`src/rtl/cpu_macros.svh`:
```
// cpu sizes and address map
`ifndef CPU_MACROS_SVH
`define CPU_MACROS_SVH

// datapath
`define CPU_XLEN      32
`define CPU_ADDR_W    16

// storage depths, in words
`define CPU_IM_DEPTH  64
`define CPU_DM_DEPTH  64
`define CPU_REG_COUNT 16

// stores at or above this address go out to the host
`define CPU_HOST_BASE 16'h9000

`endif

```
`src/rtl/cpu_pkg.sv`:
```
// cpu shared types
`include "cpu_macros.svh"

package cpu_pkg;

    typedef enum logic [7:0] {
        OP_NOP  = 8'h00,
        OP_ADD  = 8'h01,
        OP_SUB  = 8'h02,
        OP_AND  = 8'h03,
        OP_OR   = 8'h04,
        OP_XOR  = 8'h05,
        OP_ADDI = 8'h10,
        OP_LW   = 8'h20,
        OP_SW   = 8'h21
    } opcode_t;

    typedef enum logic {
        LOAD,
        RUN
    } fetch_state_t;

    typedef logic [3:0] reg_idx_t;

    // decode -> execute
    typedef struct packed {
        logic                 valid;
        opcode_t              op;
        reg_idx_t             rd;
        logic                 wr_en;
        logic [`CPU_XLEN-1:0] rs_val;
        logic [`CPU_XLEN-1:0] rt_val;
        logic [`CPU_XLEN-1:0] st_val;  // rd value, store data
        logic [`CPU_XLEN-1:0] imm;
    } id_ex_t;

    // execute -> memory
    typedef struct packed {
        logic                 valid;
        opcode_t              op;
        reg_idx_t             rd;
        logic                 wr_en;
        logic [`CPU_XLEN-1:0] result;
        logic [`CPU_XLEN-1:0] st_data;
    } ex_mem_t;

endpackage

```
`src/rtl/fetch_stage.sv`:
```
// instruction fetch and program load
`timescale 1ns/10ps
`include "cpu_macros.svh"

module fetch_stage (
    input  logic                 clk,
    input  logic                 rst_n,
    input  logic                 prog_valid,
    output logic                 prog_ready,
    input  logic [`CPU_XLEN-1:0] prog_data,
    input  logic                 prog_last,
    input  logic                 stall,
    input  logic                 freeze,
    output logic [`CPU_XLEN-1:0] instr,
    output logic                 instr_valid
);
    import cpu_pkg::*;

    localparam int IM_AW = $clog2(`CPU_IM_DEPTH);

    fetch_state_t         state;
    logic [IM_AW:0]       load_cnt;  // program length once running
    logic [IM_AW:0]       pc;        // word index
    logic [`CPU_XLEN-1:0] imem [`CPU_IM_DEPTH];
    logic                 load_fire;
    logic                 advance;
    logic                 at_end;

    assign prog_ready = (state == LOAD);
    assign load_fire  = prog_valid && prog_ready;
    assign advance    = (state == RUN) && !stall && !freeze;
    assign at_end     = (pc == load_cnt);  // past the program, bubbles only

    // load FSM, last word starts execution
    always_ff @(posedge clk or negedge rst_n) begin
        if (!rst_n) begin
            state    <= LOAD;
            load_cnt <= '0;
        end else if (load_fire) begin
            load_cnt <= load_cnt + 1'b1;
            if (prog_last) begin
                state <= RUN;
            end
        end
    end

    always_ff @(posedge clk) begin
        if (load_fire) begin
            imem[load_cnt[IM_AW-1:0]] <= prog_data;
        end
    end

    // pc and IF/ID valid, held on stall or freeze
    always_ff @(posedge clk or negedge rst_n) begin
        if (!rst_n) begin
            pc          <= '0;
            instr_valid <= 1'b0;
        end else if (advance) begin
            instr_valid <= !at_end;
            if (!at_end) begin
                pc <= pc + 1'b1;
            end
        end
    end

    always_ff @(posedge clk) begin
        if (advance && !at_end) begin
            instr <= imem[pc[IM_AW-1:0]];  // sync read into IF/ID
        end
    end

endmodule

```
`config.mk`:
```
export PLATFORM = sky130hd
export DESIGN_NAME = fetch_stage
export DESIGN_NICKNAME = d
export VERILOG_FILES = /design/src/rtl/cpu_pkg.sv /design/src/rtl/fetch_stage.sv
export VERILOG_INCLUDE_DIRS = /design/src /design/src/rtl
export SDC_FILE = /design/constraint.sdc
export NUM_CORES = 2
export LEC_CHECK = 0
export BUFFER_PORTS_ARGS = -buffer_cell sky130_fd_sc_hd__buf_4
export CORE_MARGIN = 5
export CORE_UTILIZATION = 32
export DETAILED_ROUTE_END_ITERATION = 7
export HOLD_SLACK_MARGIN = 0.12
export RECOVER_POWER = 100
export SYNTH_ARGS = -nofsm -noshare
export SYNTH_HDL_FRONTEND = slang
export SYNTH_SLANG_ARGS = --single-unit
```
`constraint.sdc`:
```
create_clock -name clk -period 7.96 [get_ports clk]
set_input_delay 2.388 -clock clk [delete_from_list [all_inputs] [get_ports clk]]
set_output_delay 2.388 -clock clk [all_outputs]
set_load 0.1 [all_outputs]
```
==> results by group <==
Outcome
  – Status: complete, but fails checks
  – Violated checks: max-capacitance violations, max-slew violations

Floorplan
  – Core region area: ~250000 µm²
  – Height of the die: between 500 and 600 µm
  – Die ar.: between 200000 and 300000 µm²
  – Io pins: between 70 and 80
  – Chip Width: between 500 and 600 µm
  – Row count: between 150 and 200
  – Starting Density: between 30% and 40%

Synthesis
  – Mapped cell area: 80100 µm²
  – Post-Syn Instances: approximately 3300
  – #FFs+latches synth: about 2100
  – Register area share after synthesis: around four fifths
  – Mapped Avg Cell Area: 24.2 µm²
  – Yosys warnings: 0
  – Number of distinct library cells after synthesis: 38
  – Syn Nets: between 3000 and 4000

Drt
  – Highest Signal Layer: met5
  – Post-Route WL: roughly 200 mm
  – Final ANT Viol Nets: 0
  – DR WL met2: roughly 100 mm
  – M1 wire length: around 79 mm
  – Drt wl/cell: approximately 29 µm
  – Vias per cell: 5.10
  – Via count: 35539
  – Met3 wire length: 13.2 mm
  – Drt initial violations: roughly 4300
  – DR DRC count: 0
  – Drt pass-1 iters: 5

Global route
  – Initial antenna violation count: 22
  – Congestion Overflow GR: 0
  – Global-route wire length before repair: around 280 mm
  – Total track usage: between 15 and 20%
  – Maximum number of pins on one net before global-route repair: ~130
  – Number of global-route vias before repair: 35945

Worst hold path
  – Worst Hold Depth: 2
  – Hold Startpoint: state
  – Worst Hold End: state
  – Min-delay worst type: reg -> reg

STA
  – Fmax achieved: 154 MHz
  – Worst Skew: between 20 and 25 ps
  – Worst slew margin: -177%
  – RSZ-0062 raised after global routing: no
  – Fin. Hold Viols: 0
  – Fin crit share: between 80% and 90%
  – Final setup viols: 0
  – Worst slew pin tran: a little over 4000 ps
  – Total negative slack for setup checks: 0 ps
  – Slew Limit Fails: 3449
  – Minimum clock period: 6480 ps

Cells and area
  – Design Area, Final: between 90000 and 100000 µm²
  – Layout cells sized above 1: approximately a quarter
  – Most common cell after layout, fill and taps aside: edfxtp_1
  – Most frequent cells in the layout: edfxtp_1, mux4_2, clkbuf_16
  – Area occupied by multi-input gates: between 15000 and 20000 µm²
  – Layout area overhead: 13.1%
  – FF/Latch Area: around 63000 µm²
  – Layout Cells excl Fill: about 7000
  – FILL cells: roughly 22000
  – Final #Nets: approximately 3500
  – Final core occ: between 30% and 40%

Power and ir drop
  – Total power: 30.6 mW
  – Combinational Power Share: about 28%
  – Clock Power Share: around 30%
  – Cell Pwr Density: between 300 and 400 nW/µm²
  – VDD IR-drop max: approximately 260 µV
  – NetSw: 9.54 mW
  – Internal: approximately 21 mW
  – Leak: 27.2 nW
  – Switching share of power: roughly 31%
  – Sequential power share: around 41%

Placement
  – Inst Count DP: 6597
  – RePlAce Congestion: around 0.81
  – DP Area: 84800 µm²
  – IO buf count: 71
  – Detail Placement HPWL: 116 mm

Clock tree
  – Hold_buf cts: 0
  – Post-CTS sizing: 0
  – Post-CTS Repair Setup Buffers: 0
  – Clk root buf: clkbuf_16
  – CTS tree: built
  – Clk sinks: 2096
  – H-tree levels: 4
  – Total CTS buffers: between 150 and 200
  – Clock Latency Late Sink: ~840 ps
  – CTS Buffer Depth: 3
  – Worst-path clk slew: about 60 ps

Worst setup path
  – Arrival time worst endpoint: slightly below 7000 ps
  – FF-to-FF Start: pc[0]
  – CP peak stage delay: 1660 ps
  – CP startpoint kind: input pin
  – WS Path Type: in -> reg
  – CP endpoint kind: flip-flop
  – Worst R2R Path Depth: 5
  – CP most frequent cell: nor2b_1
  – Highest-delay cell along the critical path: nor2_1
  – FF-to-FF setup slack: roughly 2600 ps
  – Worst R2R End: instr[12]
  – Cells along the critical path: clkbuf_4 > nor2b_1 > nor2b_1 > nand2_1 > nor2_1 > clkbuf_1
  – CP max FO: 17
  – Req. time, crit path: ~8400 ps

Flow run
  – Maxcap violations: 87
-- power by group through the flow --
stage / combinational (mW) / sequential [mW] / clock, mW
2_1_floorplan: 5.54 / 13.0 / 0
3_3_place_gp: 8.83 / 12.8 / 0
3_5_place_dp: 8.85 / 12.8 / 0
4_1_cts: 8.87 / 12.6 / 9.50
5_1_grt: 9.05 / 12.6 / 9.97
6_report: 8.67 / 12.6 / 9.34
-- area by class of cell --
cell class | instances | share of cell area, %
inverter | 9 | 0.0373
multi-input combinational | 1032 | 18.0
clock inverter | 117 | 1.27
sequential | 2096 | 69.4
antenna | 4 | 0.0111
timing repair buffer | 130 | 0.825
tap | 3330 | 4.60
clock buffer | 251 | 5.79
-- synth_stat cells (all sizes together) --
master	count	area share, %
or3	2	0.016
o22ai	38	0.30
nand3b	3	0.028
nor2	105	0.49
nor3b	7	0.066
inv	9	0.042
nor4	1	0.0078
mux2	21	0.30
a21oi	20	0.13
ha	2	0.031
dfrtp	16	0.50
or2	2	0.016
buf	128	1.1
a311oi	6	0.066
mux4	570	16
a2111oi	14	0.15
nand4	1	0.0078
nand2b	3	0.023
o211ai	6	0.056
a211oi	12	0.11
and2	1	0.0078
edfxtp	2080	78
mux2i	134	1.7
nor2b	6	0.047
xnor2	7	0.077
nand3	7	0.044
clkbuf	50	0.23
xor2	11	0.12
nand2	28	0.13
nor3	9	0.056
a221oi	6	0.066
or3b	1	0.011
a41o	1	0.013
o21ai	8	0.050
-- registers in the layout, summed over array words and instances (netlist names) --
signal,count
instr_valid,1
instr,32
imem,2048
pc,7
load_cnt,7
state,1
-- layer usage --
metal	vias up	track usage [%]
met4	16	5.38
met1	19381	20.3
li1	14573	-
met5	-	0
met2	1285	25.2
met3	284	2.54
-- kinds of logic (layout without fill, tap and decap cells) --
kind of cell | count (synthesis) | count (layout) | synth area share, %
compound gates | 111 | 111 | 0.938
xor+xnor | 18 | 18 | 0.197
fa+ha+maj | 2 | 2 | 0.0313
buf+inv | 187 | 507 | 1.36
flops | 2096 | 2096 | 78.5
mux | 725 | 725 | 18.0
other cells | 0 | 4 | 0
simple gates | 176 | 176 | 0.953
-- per-stage QoR --
step / worst slack, ps / hold WS [ps]
finish: 1480 / 482
floorplan: 2920 / 460
global placement: 1770 / 481
CTS: 2640 / 493
detailed placement: 1740 / 479
global route: 1310 / 510
-- worst max-delay path, delay by kind of cell --
family                 cells  cell delay, ps
buffers and inverters      2            1090
AND/OR/NAND/NOR            4            3420
-- worst max-delay path by stage --
stage	slack [ps]	startpoint	end	cells after the start
after CTS	2640	prog_valid	imem[16][22]	6
final	1480	prog_valid	imem[8][16]	6
after global placement	1770	prog_valid	imem[18][22]	6
after detailed placement	1740	prog_valid	imem[16][28]	6
after global routing	1310	prog_valid	imem[48][20]	5
after floorplan	2920	prog_valid	imem[63][0]	6
No activity file was read; power rests on OpenSTA's default activity.
