[config.mk]
export PLATFORM = sky130hd
export DESIGN_NAME = decode_stage_flat
export DESIGN_NICKNAME = d
export VERILOG_FILES = /design/src/rtl/cpu_pkg.sv /design/src/rtl/reg_track_if.sv /design/src/rtl/decode_stage.sv /design/src/flat_wrapper.sv
export VERILOG_INCLUDE_DIRS = /design/src /design/src/rtl
export SDC_FILE = /design/constraint.sdc
export NUM_CORES = 1
export LEC_CHECK = 0
export ABC_AREA = 1
export BUFFER_PORTS_ARGS = -buffer_cell sky130_fd_sc_hd__clkbuf_2
export CORE_MARGIN = 4
export CORE_UTILIZATION = 35
export CTS_BUF_LIST = sky130_fd_sc_hd__clkbuf_4
export CTS_CLUSTER_SIZE = 16
export DETAILED_ROUTE_END_ITERATION = 10
export PLACE_DENSITY_LB_ADDON = 0.08
export SYNTH_ARGS = -nofsm -noshare
export SYNTH_HDL_FRONTEND = slang
export SYNTH_SLANG_ARGS = --single-unit
export TNS_END_PERCENT = 20
[constraint.sdc]
create_clock -name clk -period 2.9 [get_ports clk]
set_input_delay 0.87 -clock clk [delete_from_list [all_inputs] [get_ports clk]]
set_output_delay 0.87 -clock clk [all_outputs]
set_load 0.005 [all_outputs]
[src/rtl/cpu_macros.svh]
// cpu sizes and address map
`ifndef CPU_MACROS_SVH
`define CPU_MACROS_SVH

// datapath
`define CPU_XLEN      32
`define CPU_ADDR_W    16

// storage depths, in words
`define CPU_IM_DEPTH  64
`define CPU_DM_DEPTH  64
`define CPU_REG_COUNT 16

// stores at or above this address go out to the host
`define CPU_HOST_BASE 16'h9000

`endif

[src/rtl/cpu_pkg.sv]
// cpu shared types
`include "cpu_macros.svh"

package cpu_pkg;

    typedef enum logic [7:0] {
        OP_NOP  = 8'h00,
        OP_ADD  = 8'h01,
        OP_SUB  = 8'h02,
        OP_AND  = 8'h03,
        OP_OR   = 8'h04,
        OP_XOR  = 8'h05,
        OP_ADDI = 8'h10,
        OP_LW   = 8'h20,
        OP_SW   = 8'h21
    } opcode_t;

    typedef enum logic {
        LOAD,
        RUN
    } fetch_state_t;

    typedef logic [3:0] reg_idx_t;

    // decode -> execute
    typedef struct packed {
        logic                 valid;
        opcode_t              op;
        reg_idx_t             rd;
        logic                 wr_en;
        logic [`CPU_XLEN-1:0] rs_val;
        logic [`CPU_XLEN-1:0] rt_val;
        logic [`CPU_XLEN-1:0] st_val;  // rd value, store data
        logic [`CPU_XLEN-1:0] imm;
    } id_ex_t;

    // execute -> memory
    typedef struct packed {
        logic                 valid;
        opcode_t              op;
        reg_idx_t             rd;
        logic                 wr_en;
        logic [`CPU_XLEN-1:0] result;
        logic [`CPU_XLEN-1:0] st_data;
    } ex_mem_t;

endpackage

[src/rtl/reg_track_if.sv]
// register write tracking
`timescale 1ns/10ps
`include "cpu_macros.svh"

interface reg_track_if;
    import cpu_pkg::*;

    // pending write held in the EX/MEM register
    logic                 ex_wr_en;
    reg_idx_t             ex_rd;

    // writeback from the MEM/WB register
    logic                 wb_en;
    reg_idx_t             wb_rd;
    logic [`CPU_XLEN-1:0] wb_data;

    modport execute (output ex_wr_en, ex_rd);
    modport memory  (output wb_en, wb_rd, wb_data);
    modport decode  (input ex_wr_en, ex_rd, wb_en, wb_rd, wb_data);

endinterface

[src/rtl/decode_stage.sv]
// instruction decode and register file
`timescale 1ns/10ps
`include "cpu_macros.svh"

module decode_stage (
    input  logic                 clk,
    input  logic                 rst_n,
    input  logic [`CPU_XLEN-1:0] instr,
    input  logic                 instr_valid,
    input  logic                 freeze,
    reg_track_if.decode          track,
    output logic                 stall,
    output cpu_pkg::id_ex_t      id_ex
);
    import cpu_pkg::*;

    logic [`CPU_XLEN-1:0] regs [`CPU_REG_COUNT];
    opcode_t              op;
    reg_idx_t             rd, rs, rt;
    logic                 wr_en;
    logic                 use_rs, use_rt, use_rd;
    id_ex_t               id_ex_next;

    assign rd = instr[23:20];
    assign rs = instr[19:16];
    assign rt = instr[15:12];

    ////////////////////////////////////////
    // register file
    ////////////////////////////////////////

    always_ff @(posedge clk or negedge rst_n) begin
        if (!rst_n) begin
            for (int i = 0; i < `CPU_REG_COUNT; i++) begin
                regs[i] <= '0;
            end
        end else if (track.wb_en && (track.wb_rd != '0)) begin
            regs[track.wb_rd] <= track.wb_data;
        end
    end

    // r0 reads zero, same-cycle writeback passes through
    function automatic logic [`CPU_XLEN-1:0] read_reg(input reg_idx_t idx);
        logic [`CPU_XLEN-1:0] val;
        if (idx == '0) begin
            val = '0;
        end else if (track.wb_en && (track.wb_rd == idx)) begin
            val = track.wb_data;
        end else begin
            val = regs[idx];
        end
        return val;
    endfunction

    ////////////////////////////////////////
    // opcode decode
    ////////////////////////////////////////

    always_comb begin
        case (instr[31:24])
            OP_ADD, OP_SUB, OP_AND, OP_OR, OP_XOR,
            OP_ADDI, OP_LW, OP_SW: op = opcode_t'(instr[31:24]);
            default:               op = OP_NOP;  // unknown acts as nop
        endcase
    end

    assign wr_en  = (op != OP_NOP) && (op != OP_SW);
    assign use_rs = (op != OP_NOP);
    assign use_rt = (op inside {OP_ADD, OP_SUB, OP_AND, OP_OR, OP_XOR});
    assign use_rd = (op == OP_SW);  // store data comes from rd

    // read-after-write against EX and EX/MEM
    function automatic logic pending(input reg_idx_t idx);
        logic in_ex, in_mem;
        in_ex  = id_ex.valid && id_ex.wr_en && (id_ex.rd == idx);
        in_mem = track.ex_wr_en && (track.ex_rd == idx);
        return (idx != '0) && (in_ex || in_mem);
    endfunction

    assign stall = instr_valid && ((use_rs && pending(rs)) ||
                                   (use_rt && pending(rt)) ||
                                   (use_rd && pending(rd)));

    always_comb begin
        id_ex_next = '0;  // bubble
        if (instr_valid && !stall) begin
            id_ex_next.valid  = 1'b1;
            id_ex_next.op     = op;
            id_ex_next.rd     = rd;
            id_ex_next.wr_en  = wr_en;
            id_ex_next.rs_val = read_reg(rs);
            id_ex_next.rt_val = read_reg(rt);
            id_ex_next.st_val = read_reg(rd);
            id_ex_next.imm    = {{(`CPU_XLEN-16){instr[15]}}, instr[15:0]};
        end
    end

    always_ff @(posedge clk or negedge rst_n) begin
        if (!rst_n) begin
            id_ex <= '0;
        end else if (!freeze) begin
            id_ex <= id_ex_next;
        end
    end

endmodule

[src/flat_wrapper.sv]
// flat-port wrapper written by rule: the top's interface ports become plain ports
module decode_stage_flat import cpu_pkg::*;
  (clk, rst_n, instr, instr_valid, freeze, stall, id_ex, track_ex_wr_en, track_ex_rd, track_wb_en, track_wb_rd, track_wb_data);
  reg_track_if track_i ();
  input  logic clk;
  input  logic rst_n;
  input  logic [`CPU_XLEN-1:0] instr;
  input  logic instr_valid;
  input  logic freeze;
  output logic stall;
  output cpu_pkg::id_ex_t id_ex;
  input wire logic [$bits(track_i.ex_wr_en)-1:0] track_ex_wr_en;
  input wire logic [$bits(track_i.ex_rd)-1:0] track_ex_rd;
  input wire logic [$bits(track_i.wb_en)-1:0] track_wb_en;
  input wire logic [$bits(track_i.wb_rd)-1:0] track_wb_rd;
  input wire logic [$bits(track_i.wb_data)-1:0] track_wb_data;
  assign track_i.ex_wr_en = track_ex_wr_en;
  assign track_i.ex_rd = track_ex_rd;
  assign track_i.wb_en = track_wb_en;
  assign track_i.wb_rd = track_wb_rd;
  assign track_i.wb_data = track_wb_data;
  decode_stage u_core (.clk(clk), .rst_n(rst_n), .instr(instr), .instr_valid(instr_valid), .freeze(freeze), .track(track_i), .stall(stall), .id_ex(id_ex));
endmodule
==> impl_results.md <==
* Status: complete, but fails checks
* Failing checks: setup timing
* H-tree depth at 4
* Top Family by Delay on Critical Path: flip-flops
* Root Driver: clkbuf_4
* Mapped Area at a little over 40000 um^2
* Initial Utilization at between 30% and 40%
* R2R setup slack at a little under 0.9 ns
* Layout cells sized above 1 at between 10 and 15%
* Initial antenna violation count at 10
* CTS Sinks at between 600 and 700
* Gr ovfl total at 0
* Yosys warning total at 0
* LEAKAGE at between 20 and 25 nW
* DRC Markers at 0
* Die H at around 350 um
* Required @ worst endpoint at 2.03 ns
* Crit path time final at 3.48 ns
* Final layout net count at 6585
* I/O Pins at ~220
* Hold Crit Class: input pin to flop
* Detailed Routing Iterations Pass 1 at 6
* ANT nets after route at 0
* Die Span X at 348 um
* DIE AREA at 121000 um^2
* CP Data Arrival Time at 2.61 ns
* Final HPWL DP at 129000 um
* Worst setup path class: flop to output port
* Crit path max-delay cell type: dfrtp_2
* Netlist cell types at 27
* Total GRT Usage at 32.2%
* Clk buf depth at 3
* Relative slew slack at 48.0%
* Worst skew pair latency at around 1.2 ns
* Most frequent cells in the layout: nand2_1 (2271), nand3_1 (1086), o21ai_0 (814)
* Max-cap violations at 0
* Mapped Cells at 6278
* Setup TNS Final at -0.576 ns
* Vias per std cell at ~5.4
* Worst-Margin Slew at 0.780 ns
* Mapped Nets at around 6.4k
* Buffers on Ports at 220
* Crit end category: output port
* Hold path start: track_wb_data[3]
* Worst r2r dst: u_core.id_ex[138]$_DFFE_PN0N_
* Drt total wl at 197000 um
* Most common cell after layout, fill and taps aside: nand2_1
* Seq cells post-synth at around 640
* Area grow syn2layout at 17.8%
* Slew Limit Fails at 0
* Cell Pwr Density at 607 nW/um^2
* Hold path endpoint: u_core.regs[227]$_DFFE_PN0P_
* VDD IR max at 404 uV
* Worst hold slack at roughly 0.11 ns
* Fin crit share at 120%
* DRT iter0 DRCs at 5467
* GPL Wtd Cong at between 0.9 and 1
* Clk slew on worst S/H paths at 0.07 ns
* Number of cell rows at roughly 120
* TritonCTS buffer count at 190
* Critical path fanouts, max at 5
* Largest net degree at the start of global routing at approximately 130
* First-pass GRT wire length at 291000 um
* Worst reg2reg startpoint: u_core.id_ex[130]$_DFFE_PN0N_
* Critical path cell sequence: buf_6 -> xnor2_2 -> nand3_1 -> nand2_1 -> nand2_2 -> nand3_4 -> nand2_4 -> nor2_2 -> buf_2
* Startpoint class of the critical path: flop
* Core region area at around 110000 um^2
* Highest clock rate at 288 MHz
* Routed WL per cell at approximately 24 um
* Clock skew at approximately 0.064 ns
* Final setup viols at 1
* Hold Crit Depth at 3
* RSZ-0062 raised after global routing: true
* Syn avg cell area at 6.43 um^2
* DR vias at around 44k
* Final WS setup at -0.576 ns
* Sequential area share after synthesis at 39.6%
* Worst Path Buf+Inv at 2
* CTS tree: built
* Crit-path max cell delay at 0.48 ns
* Final Hold Vio Count at 0
* Vias in the first global route at between 40k and 50k
* Reg2reg path depth at 11
how the worst max path moves through the flow:
stage / startpoint / cells past startpoint / slack, ns / endpoint
after floorplan: instr[15] / 13 / 0.07 / stall
after CTS: u_core.id_ex[132]$_DFFE_PN0N_ / 11 / -0.70 / stall
after global routing: u_core.id_ex[132]$_DFFE_PN0N_ / 11 / -0.70 / stall
after detailed placement: instr[30] / 12 / -0.45 / stall
final: u_core.id_ex[130]$_DFFE_PN0N_ / 9 / -0.58 / stall
after global placement: instr[31] / 12 / -0.52 / stall
worst reg2reg max path, cell delays in order, from the launching register on:
cell and delay, ns:
dfrtp_2 0.48, buf_6 0.16, xnor2_2 0.12, nand3_1 0.07, nand2_1 0.08, nand2_2 0.08
nand3_4 0.11, nand2_4 0.08, buf_4 0.15, buf_4 0.34, nand3_1 0.16, nand2_1 0.08
cell families (layout without fill, tap and decap cells):
kind of cell	Yosys count	in the layout	share of synthesized area (%)
other	0	15	0
buffers and inverters	1041	1407	10.7
AND/OR/NAND/NOR	3558	3558	36.8
flip-flops	638	638	39.6
XOR/XNOR	9	9	0.195
AO/OA/AOI/OAI	1032	1032	12.8
routing by layer:
layer / global-route usage (%) / wire length (um) / vias to the layer above
met5: 0 / 13 / -
met4: 16.4 / 10900 / 2
met3: 6.08 / 17400 / 415
met2: 48.8 / 85800 / 2194
met1: 44.0 / 83400 / 21200
li1: - / - / 20700
through the flow:
step / utilization [%] / instance area [um^2] / std cells / total power, mW / setup slack (ns)
final: 41.6 / 47500 / 8171 / 28.9 / -0.576
after detailed placement: 39.1 / 44700 / 7799 / 19.5 / -0.452
after CTS: 41.5 / 47500 / 8156 / 29.0 / -0.702
after global routing: 41.6 / 47500 / 8168 / 30.8 / -0.703
after floorplan: - / 40400 / 6278 / 16.3 / 0.0707
after global placement: 39.1 / 44700 / 7799 / 19.4 / -0.520
registers in the layout, summed over array words and instances (netlist names):
name,flops
u_core.id_ex,126
u_core.regs,512
where the power goes:
part           internal (mW)  switching [mW]
clock                   4.83            4.47
combinational           2.72            4.95
sequential              10.5            1.37
synthesized netlist by cell type, drive strengths merged:
library cell	n	area [um^2]
xnor2	5	43.8
or2	11	68.8
inv	479	1800
clkbuf	280	1050
nand4	2	12.5
nor4	1	21.3
clkinv	16	60.1
xor2	4	35.0
and3	1	6.26
buf	266	1390
nor3	6	45.0
dfrtp	638	16000
nand3	1094	5500
a21oi	196	981
o21ai	836	4180
nor2	159	619
nand2	2284	8580
area by class of cell:
class	count	area, um^2
fillers	12200	66800
flip-flops and latches	638	16000
repair buffers	583	5030
well taps	1512	1890
multi-input cells	4599	20300
diodes	15	37.5
clock buffers	273	2050
clock inverters	56	402
inverters	495	1880
timing repair:
item | 4_1_cts | 5_1_grt
hold endpoints to repair | 342 | 0
hold buffers | 23 | 0
setup buffers | 5 | 0
pin swaps | 10 | 9
resized for setup | 18 | 5
setup endpoints to repair | 21 | 2
(Power assumes the default switching activity.)
