File: src/rtl/cpu_macros.svh
// cpu sizes and address map
`ifndef CPU_MACROS_SVH
`define CPU_MACROS_SVH

// datapath
`define CPU_XLEN      32
`define CPU_ADDR_W    16

// storage depths, in words
`define CPU_IM_DEPTH  64
`define CPU_DM_DEPTH  64
`define CPU_REG_COUNT 16

// stores at or above this address go out to the host
`define CPU_HOST_BASE 16'h9000

`endif

File: src/rtl/cpu_pkg.sv
// cpu shared types
`include "cpu_macros.svh"

package cpu_pkg;

    typedef enum logic [7:0] {
        OP_NOP  = 8'h00,
        OP_ADD  = 8'h01,
        OP_SUB  = 8'h02,
        OP_AND  = 8'h03,
        OP_OR   = 8'h04,
        OP_XOR  = 8'h05,
        OP_ADDI = 8'h10,
        OP_LW   = 8'h20,
        OP_SW   = 8'h21
    } opcode_t;

    typedef enum logic {
        LOAD,
        RUN
    } fetch_state_t;

    typedef logic [3:0] reg_idx_t;

    // decode -> execute
    typedef struct packed {
        logic                 valid;
        opcode_t              op;
        reg_idx_t             rd;
        logic                 wr_en;
        logic [`CPU_XLEN-1:0] rs_val;
        logic [`CPU_XLEN-1:0] rt_val;
        logic [`CPU_XLEN-1:0] st_val;  // rd value, store data
        logic [`CPU_XLEN-1:0] imm;
    } id_ex_t;

    // execute -> memory
    typedef struct packed {
        logic                 valid;
        opcode_t              op;
        reg_idx_t             rd;
        logic                 wr_en;
        logic [`CPU_XLEN-1:0] result;
        logic [`CPU_XLEN-1:0] st_data;
    } ex_mem_t;

endpackage

File: src/rtl/reg_track_if.sv
// register write tracking
`timescale 1ns/10ps
`include "cpu_macros.svh"

interface reg_track_if;
    import cpu_pkg::*;

    // pending write held in the EX/MEM register
    logic                 ex_wr_en;
    reg_idx_t             ex_rd;

    // writeback from the MEM/WB register
    logic                 wb_en;
    reg_idx_t             wb_rd;
    logic [`CPU_XLEN-1:0] wb_data;

    modport execute (output ex_wr_en, ex_rd);
    modport memory  (output wb_en, wb_rd, wb_data);
    modport decode  (input ex_wr_en, ex_rd, wb_en, wb_rd, wb_data);

endinterface

File: src/rtl/execute_stage.sv
// alu stage
`timescale 1ns/10ps
`include "cpu_macros.svh"

module execute_stage (
    input  logic            clk,
    input  logic            rst_n,
    input  cpu_pkg::id_ex_t id_ex,
    input  logic            freeze,
    reg_track_if.execute    track,
    output cpu_pkg::ex_mem_t ex_mem
);
    import cpu_pkg::*;

    logic [`CPU_XLEN-1:0] op_b;
    logic [`CPU_XLEN-1:0] alu_out;

    // immediate for addi and address forms
    assign op_b = (id_ex.op inside {OP_ADDI, OP_LW, OP_SW}) ? id_ex.imm : id_ex.rt_val;

    always_comb begin
        case (id_ex.op)
            OP_ADD, OP_ADDI,
            OP_LW, OP_SW: alu_out = id_ex.rs_val + op_b;  // wraps
            OP_SUB:       alu_out = id_ex.rs_val - op_b;
            OP_AND:       alu_out = id_ex.rs_val & op_b;
            OP_OR:        alu_out = id_ex.rs_val | op_b;
            OP_XOR:       alu_out = id_ex.rs_val ^ op_b;
            default:      alu_out = '0;
        endcase
    end

    always_ff @(posedge clk or negedge rst_n) begin
        if (!rst_n) begin
            ex_mem <= '0;
        end else if (!freeze) begin
            ex_mem.valid   <= id_ex.valid;
            ex_mem.op      <= id_ex.op;
            ex_mem.rd      <= id_ex.rd;
            ex_mem.wr_en   <= id_ex.valid && id_ex.wr_en;
            ex_mem.result  <= alu_out;
            ex_mem.st_data <= id_ex.st_val;
        end
    end

    assign track.ex_wr_en = ex_mem.valid && ex_mem.wr_en;
    assign track.ex_rd    = ex_mem.rd;

endmodule

File: src/flat_wrapper.sv
// flat-port wrapper written by rule: the top's interface ports become plain ports
module execute_stage_flat import cpu_pkg::*;
  (clk, rst_n, id_ex, freeze, ex_mem, track_ex_wr_en, track_ex_rd);
  reg_track_if track_i ();
  input  logic clk;
  input  logic rst_n;
  input  cpu_pkg::id_ex_t id_ex;
  input  logic freeze;
  output cpu_pkg::ex_mem_t ex_mem;
  output wire logic [$bits(track_i.ex_wr_en)-1:0] track_ex_wr_en;
  output wire logic [$bits(track_i.ex_rd)-1:0] track_ex_rd;
  assign track_ex_wr_en = track_i.ex_wr_en;
  assign track_ex_rd = track_i.ex_rd;
  execute_stage u_core (.clk(clk), .rst_n(rst_n), .id_ex(id_ex), .freeze(freeze), .track(track_i), .ex_mem(ex_mem));
endmodule
File: config.mk
export PLATFORM = sky130hd
export DESIGN_NAME = execute_stage_flat
export DESIGN_NICKNAME = d
export VERILOG_FILES = /design/src/rtl/cpu_pkg.sv /design/src/rtl/reg_track_if.sv /design/src/rtl/execute_stage.sv /design/src/flat_wrapper.sv
export VERILOG_INCLUDE_DIRS = /design/src /design/src/rtl
export SDC_FILE = /design/constraint.sdc
export NUM_CORES = 1
export LEC_CHECK = 0
export BUFFER_PORTS_ARGS = -buffer_cell sky130_fd_sc_hd__buf_2
export CAP_MARGIN = 20
export CORE_MARGIN = 5
export CORE_UTILIZATION = 36
export CTS_CLUSTER_DIAMETER = 200
export CTS_CLUSTER_SIZE = 28
export DETAILED_ROUTE_END_ITERATION = 8
export GPL_TIMING_DRIVEN = 1
export PLACE_DENSITY_LB_ADDON = 0.08
export SYNTH_ARGS = -nofsm -noshare
export SYNTH_HDL_FRONTEND = slang
export SYNTH_SLANG_ARGS = --single-unit
File: constraint.sdc
create_clock -name clk -period 0.8 [get_ports clk]
set_input_delay 0.12 -clock clk [delete_from_list [all_inputs] [get_ports clk]]
set_output_delay 0.12 -clock clk [all_outputs]
set_load 0.01 [all_outputs]
==> results of run 1 <==
[cells in the final DEF, fill, tap and decap left out, drive strengths merged, types with 12 or more instances in the layout]
cell type,instances
nor3,12
nor2,48
xnor2,46
a22o,43
buf,556
mux2i,34
o31ai,27
ha,95
inv,76
o311ai,13
dlygate4sd3,15
a22oi,17
nand2b,13
mux2,47
nand2,73
dfrtp,78
a21oi,42
o21ai,50
[routing by layer]
| metal | part of all wire, % | vias up |
|---|---|---|
| met5 | 0 | - |
| met4 | 1.3 | 0 |
| li1 | - | 4174 |
| met2 | 48 | 210 |
| met3 | 4.6 | 27 |
| met1 | 46 | 3951 |
[timing repair]
item | 4_1_cts | 5_1_grt
cloned | 1 | 0
setup endpoints to repair | 116 | 132
buffers inserted | 42 | 24
hold buffers | 15 | 1
gates resized for setup | 159 | 103
pin swaps | 84 | 74
endpoints found under the hold margin | 92 | 1
[cell type report]
| class | instances | share of cell area [%] |
|---|---|---|
| timing repair buffer | 573 | 32.2 |
| clock buffer | 10 | 1.79 |
| clock inverter | 6 | 0.394 |
| inverter | 72 | 2.05 |
| multi-input combinational | 663 | 46.4 |
| tap | 275 | 2.58 |
| sequential | 78 | 14.6 |
[worst register-to-register path: cells and delay by family (launching register included)]
family	cells	cell delay (ns)
flip-flops	1	0.40
AO/OA/AOI/OAI	2	0.45
[worst max path at each step]
stage	end	cells after the start	slack (ns)	from
detailed placement	u_core.ex_mem[63]	17	-3.09	id_ex[136]
global placement	u_core.ex_mem[63]	18	-3.02	id_ex[136]
CTS	u_core.ex_mem[63]	18	-2.55	id_ex[140]
floorplan	u_core.ex_mem[60]	22	-2.77	id_ex[136]
finish	u_core.ex_mem[63]	20	-2.59	id_ex[139]
global route	u_core.ex_mem[63]	18	-2.76	id_ex[139]
[registers in the layout, summed over array words and instances, names as in the netlist]
signal              cells
u_core.ex_mem          74
u_core.track.ex_rd      4
[stage by stage]
stage / utilization, % / cell area [um^2] / total power [mW] / instances / hold WS [ns]
floorplan: - / 7990 / 6.91 / 866 / -0.176
global placement: 53.5 / 11200 / 9.32 / 1583 / 0.0333
detailed placement: 53.5 / 11200 / 9.36 / 1583 / 0.0264
CTS: 60.6 / 12700 / 14.5 / 1657 / 0.0000220
global route: 63.6 / 13300 / 15.9 / 1677 / 0.000473
finish: 63.6 / 13300 / 15.1 / 1677 / 0.0105
[kinds of logic (layout without fill, tap and decap cells)]
group,count (synthesis),in the layout
compound gates,235,235
xor+xnor,57,57
fa+ha+maj,96,96
buf+inv,125,661
flops,78,78
mux,81,81
simple gates,194,194
[power by group through the flow]
stage | Sequential [mW] | Clock [mW] | Combinational (mW)
final | 4.31 | 4.24 | 6.50
after global routing | 4.35 | 4.52 | 7.02
after CTS | 4.29 | 4.35 | 5.90
after detailed placement | 4.37 | 0 | 4.99
after global placement | 4.36 | 0 | 4.96
after floorplan | 4.49 | 0 | 2.42
==> key figures, run 1 <==
Die
  • Starting Density: 36.5%
  • Ports: about 230
  • Core ar.: 21000 um^2
  • Die ar.: 24300 um^2
  • Site Rows: between 50 and 60
  • Die W: between 150 and 200 um
  • Die Y: 156 um

Global route
  • M2 GR Usage: 38.3%
  • Gr usage total: a little over a fifth
  • Met1 GRT Util: between 20% and 30%
  • Total grt overflow: 0
  • First-pass GRT wire length: 43300 um
  • GR Layer Usage met3: 2.86%
  • Busiest grt layer: met2
  • Initial antenna violation count: 0
  • Largest net degree at the start of global routing: 70
  • Vias in the first global route: 8565

Timing
  • Max frequency: 295 MHz
  • Post-route clock period utilization: 423%
  • Final Max Slew Viols: 0
  • Clk_skew: 0 ns
  • Setup total negative slack: -92.08 ns
  • Final setup vio count: 130
  • Least-Margin Pin Slew: 0.560 ns
  • Final WS setup: -2.59 ns
  • Max-slew headroom: 62.2%
  • RSZ-0062 raised after global routing: yes
  • Fin. Hold Viols: 0
  • Final Critical Period: 3.39 ns

Setup path
  • Slowest stage delay, CP: between 0.3 and 0.4 ns
  • Worst Path Buf+Inv: 3
  • CP required: 1.02 ns
  • FF-to-FF Start: u_core.ex_mem[59]
  • Worst-path maximum fanout: 7
  • Crit. End Element: flip-flop
  • Critical-path top delay cell: a221o_1
  • Largest delay contributor family on the critical path: compound AO/OA/AOI/OAI gates
  • CP Class: primary input to flip-flop
  • Worst R2R Setup Slack: -0.17 ns
  • Worst setup SP type: primary input
  • Critical R2R Capture: u_core.ex_mem[59]
  • Worst reg2reg path depth: 2
  • Worst path cell trace: buf_8 -> nor4_4 -> o211a_4 -> buf_12 -> buf_4 -> and3b_2 -> o211ai_4 -> nor2_2 -> a21oi_2 -> xnor2_1 -> ha_1 -> o21ai_1 -> nand2b_1 -> a31oi_1 -> a211oi_2 -> nor3_2 -> a221o_1 -> o21ai_2 -> xnor2_1 -> o21ai_1
  • Critical Path AT: around 3.6 ns

Finish
  • P&R area growth vs syn: 74.4%
  • FF/Latch Area: 1950 um^2
  • Number of fill cells: 1757
  • Footprint of the multi-input gates: between 6000 and 7000 um^2
  • Number of antenna diodes: 0
  • Fin nets: 1638
  • Share of cells above drive strength 1: between 50% and 60%

Routing
  • WL/cell: about 17 um
  • TritonRoute pass-1 iters: 4
  • Antenna-violating nets left: 0
  • Final WL: around 28000 um
  • Detail-routed via count per cell: 4.99
  • DRC: 0
  • DRT iter0 DRCs: 338
  • DR vias: 8362

Logic synthesis
  • Synth top area cells: dfrtp_1 26%, ha_1 16%, mux2_2 6.8%
  • Count leader, synth: ha_1
  • XOR/XNOR Fraction of Synth Area: approximately 6.5%
  • Dominant cell type by area after synthesis: dfrtp_1
  • Net count after synthesis: approximately 1100
  • Primary FF master, synth: dfrtp_1
  • Ys async rst share: between 90% and 100%
  • Synthesized flop and latch total: 78
  • Top cell type's share of synthesized area: 25.5%
  • Netlist cell types: 67
  • EDFF count, synth: 0
  • Synth Cell Area: 7650 um^2
  • Mux cell area share after synthesis: 11.6%
  • Synth cell count leaders: 95 x ha_1, 78 x dfrtp_1, 73 x nand2_1
  • Synthesis Warnings: 0
  • Post-Synth Adder-Cell Area: 15.8%
  • Mean Syn Cell Area: 8.83 um^2
  • Mapped Cells: 866
  • Main combinational cell family by area after synthesis: compound AO/OA/AOI/OAI gates
  • Post-synthesis compound-gate area fraction: 21.8%
  • Post-synthesis simple-gate area fraction: between 10% and 20%
  • Register area share after synthesis: 25.5%

Clock network
  • CTS clk-pin slew, worst paths: 0.08 ns
  • CTS tree: built
  • H-Tree Depth: 3
  • Clk root buf: clkbuf_16
  • Skew-Pair Late Insertion Delay: roughly 0.34 ns
  • CTS Buffer Depth: 2
  • Cts bufs inserted: 9
  • Clock sinks: 78

Power and ir drop
  • Sequential share of power: about 29%
  • Power Density: approximately 1100 nW/um^2
  • Comb pwr share: a little over two fifths
  • Internal Power: roughly 9.9 mW
  • Peak VDD IR: 934 uV
  • LEAKAGE: 6.58 nW
  • Sw Ratio: 34.0%
  • Clock power share: 28.1%
  • Net Switching: 5.11 mW

Place
  • Post-DP HPWL: approximately 21000 um
  • Pre-CTS setup slack: -3.09 ns
  • RD Place Congestion: 0.862
  • Port bufs: 227

Worst hold path
  • HP Class: primary input to flip-flop
  • Worst Hold Launch: id_ex[47]
  • Hold path endpoint: u_core.ex_mem[15]
  • Hold Path Cell Cnt: 2

Job
  • Max-cap viol count: 0

Status
  • Failing checks: setup timing
  • Status: finished with violations
No activity file was read; power rests on OpenSTA's default activity.
==> run 2, diff against run 1 <==
==> constraint.sdc (replaced) <==
create_clock -name clk -period 3.74 [get_ports clk]
set_input_delay 0.561 -clock clk [delete_from_list [all_inputs] [get_ports clk]]
set_output_delay 0.561 -clock clk [all_outputs]
set_load 0.01 [all_outputs]
==> key figures, run 2 (synthesis gave the netlist of run 1 again) <==
Place
  • Placed Area: 10500 um^2 (was 11200 um^2)
  • RD Place Congestion: 0.836 (was 0.862)
  • Post-DP HPWL: 19600 um (was 21000 um)
  • Port bufs: 227 (unchanged)

Setup path
  • Worst R2R Setup Slack: 2.81 ns (was -0.17 ns)
  • Critical Path AT: 4.10 ns (was 3.61 ns)
  • Critical-path top delay cell: o311ai_4 (was a221o_1)
  • Largest delay contributor family on the critical path: compound AO/OA/AOI/OAI gates (unchanged)
  • Worst Path Buf+Inv: 2 (was 3)
  • Worst setup SP type: primary input (unchanged)
  • FF-to-FF Start: u_core.ex_mem[59] (unchanged)
  • Worst path cell trace: buf_6 -> nor4_4 -> buf_4 -> o211a_4 -> mux2_4 -> a21o_1 -> o21ai_2 -> xnor2_1 -> ha_1 -> nand2_1 -> o21ai_2 -> o21ai_4 -> o311ai_4 -> nand4_1 -> a221o_1 -> o21ai_2 -> xnor2_1 -> o21ai_1 (was buf_8 -> nor4_4 -> o211a_4 -> buf_12 -> buf_4 -> and3b_2 -> o211ai_4 -> nor2_2 -> a21oi_2 -> xnor2_1 -> ha_1 -> o21ai_1 -> nand2b_1 -> a31oi_1 -> a211oi_2 -> nor3_2 -> a221o_1 -> o21ai_2 -> xnor2_1 -> o21ai_1)
  • Critical Path Start: id_ex[139] (unchanged)
  • Worst-path maximum fanout: 7 (unchanged)
  • Most frequent CP cell: o21ai_2
  • Crit. End Element: flip-flop (unchanged)
  • CP required: 3.98 ns (was 1.02 ns)
  • Slowest stage delay, CP: 0.39 ns (was 0.38 ns)
  • CP Class: primary input to flip-flop (unchanged)

Global route
  • Largest net degree at the start of global routing: 71 (was 70)
  • Initial antenna violation count: 0 (unchanged)
  • First-pass GRT wire length: 39700 um (was 43300 um)
  • M2 GR Usage: 34.5% (was 38.3%)
  • Busiest grt layer: met2 (unchanged)
  • Total grt overflow: 0 (unchanged)
  • Gr usage total: 20.2% (was 22.0%)
  • Met1 GRT Util: 27.4% (was 29.4%)
  • Vias in the first global route: 7662 (was 8565)
  • GR Layer Usage met3: 3.00% (was 2.86%)

Finish
  • Number of fill cells: 1999 (was 1757)
  • Commonest non-fill, non-tap cells in the layout: 223 x buf_2, 217 x buf_4, 94 x ha_1 (was 274 x buf_4, 198 x buf_2, 89 x ha_1)
  • Largest Register: u_core.ex_mem (unchanged)
  • Share of cells above drive strength 1: 48.3% (was 54.8%)
  • Fin nets: 1516 (was 1638)
  • Number of antenna diodes: 0 (unchanged)
  • Footprint of the multi-input gates: 5730 um^2 (was 6190 um^2)
  • P&R area growth vs syn: 49.8% (was 74.4%)
  • Final instance area: 11500 um^2 (was 13300 um^2)
  • Commonest non-fill, non-tap cell in the layout: buf_2 (was buf_4)
  • Largest register FFs: 74 (unchanged)
  • FF/Latch Area: 1950 um^2 (unchanged)

Routing
  • Detail-routed via count per cell: 4.99 (about the same)
  • WL/cell: 16.4 um (was 16.8 um)
  • TritonRoute pass-1 iters: 4 (unchanged)
  • DR vias: 7761 (was 8362)
  • DRC: 0 (unchanged)
  • DRT iter0 DRCs: 339 (was 338)
  • Final WL: 25400 um (was 28200 um)
  • Antenna-violating nets left: 0 (unchanged)

Clock network
  • Cts bufs inserted: 9 (unchanged)
  • Clock sinks: 78 (unchanged)
  • H-Tree Depth: 3 (unchanged)
  • CTS Buffer Depth: 2 (unchanged)
  • Clk root buf: clkbuf_16 (unchanged)
  • CTS clk-pin slew, worst paths: 0.07 ns (was 0.08 ns)
  • CTS tree: built (unchanged)
  • Skew-Pair Late Insertion Delay: 0.34 ns (about the same)

Timing
  • Fin. Hold Viols: 0 (unchanged)
  • Final Max Slew Viols: 0 (unchanged)
  • Post-route clock period utilization: 103%
  • Max frequency: approximately 260 MHz
  • Final Critical Period: 3.86 ns
  • RSZ-0062 raised after global routing: yes (unchanged)
  • Final WS setup: -0.125 ns (was -2.59 ns)
  • Max-slew headroom: 48.5% (was 62.2%)
  • Final setup vio count: 9 (was 130)
  • Clk_skew: 0 ns (unchanged)
  • Least-Margin Pin Slew: 0.772 ns (was 0.560 ns)

Die
  • Core ar.: 21000 um^2 (unchanged)
  • Ports: 228 (unchanged)
  • Site Rows: 53 (unchanged)
  • Die W: 156 um (unchanged)
  • Die Y: 156 um (unchanged)
  • Starting Density: 36.5% (unchanged)
  • Die ar.: 24300 um^2 (unchanged)

Status
  • Status: finished with violations (unchanged)
  • Failing checks: setup timing (unchanged)

Power and ir drop
  • LEAKAGE: 5.62 nW (was 6.58 nW)
  • Power Density: 248 nW/um^2 (was 1130 nW/um^2)
  • Tot Pwr: 2.85 mW (was 15.1 mW)
  • Peak VDD IR: 165 uV (was 934 uV)

Worst hold path
  • HP Class: primary input to asynchronous set/reset pin (was primary input to flip-flop)

Job
  • Max-cap viol count: 0 (unchanged)
run 2: changes by cell type in the layout (fill, tap and decap cells not counted), sizes merged:
cell and delta:
o211a +1, inv -1, dlygate4sd3 -15, dlymetal6s4s -1, buf -106, clkinv +2
clkbuf -2
run 2: through the flow:
step	hold WS [ns]	util, %	setup WS (ns)	setup TNS (ns)	instances
6_report	0.195	54.7	-0.125	-0.418	1555
3_3_place_gp	0.464	50.1	-0.576	-9.94	1516
5_1_grt	0.233	54.7	-0.289	-3.50	1555
4_1_cts	0.216	52.7	-0.0598	-0.0598	1543
2_1_floorplan	0.265	-	-0.271	-1.74	866
3_5_place_dp	0.486	50.1	-0.629	-11.39	1516
run 2: final timing paths:
path | end | cells past startpoint
worst max-delay path | u_core.ex_mem[63] | 18
worst min register to register | u_core.ex_mem[36] | 2
worst min-delay path | u_core.ex_mem[18] | 1
worst max register to register | u_core.ex_mem[59] | 2
min in group clk | u_core.ex_mem[6] | 2
max in group asynchronous | u_core.ex_mem[14] | 2
run 2: cell type report:
cell class | instances | area share, %
repair buffers | 450 | 25.1
flip-flops and latches | 78 | 17.0
multi-input cells | 664 | 50.0
inverters | 72 | 2.36
clock buffers | 9 | 1.97
clock inverters | 7 | 0.481
well taps | 275 | 3.00
run 2: timing repair:
action | in CTS | in global routing
buffers inserted | 10 | 12
gates cloned | 1 | 0
pin swaps | 20 | 50
hold buffers | 0 | 0
resized for setup | 36 | 71
endpoints found under the setup margin | 20 | 25
run 2: worst register-to-register path, cell delays in order, from the launching register on:
cell,delay (ns)
dfrtp_1,0.39
a222oi_1,0.31
o21ai_1,0.11
run 2: layer usage:
metal / vias to the layer above / routed length [um]
met5: - / 0
met4: 0 / 252
met3: 19 / 1510
met2: 207 / 12000
met1: 3600 / 11700
li1: 3935 / -
run 2: report_power, final:
part	switching (mW)	total, mW	internal (mW)
Combinational	0.538	1.08	0.543
Sequential	0.0213	0.915	0.893
Clock	0.394	0.850	0.457
Total	0.953	2.85	1.89
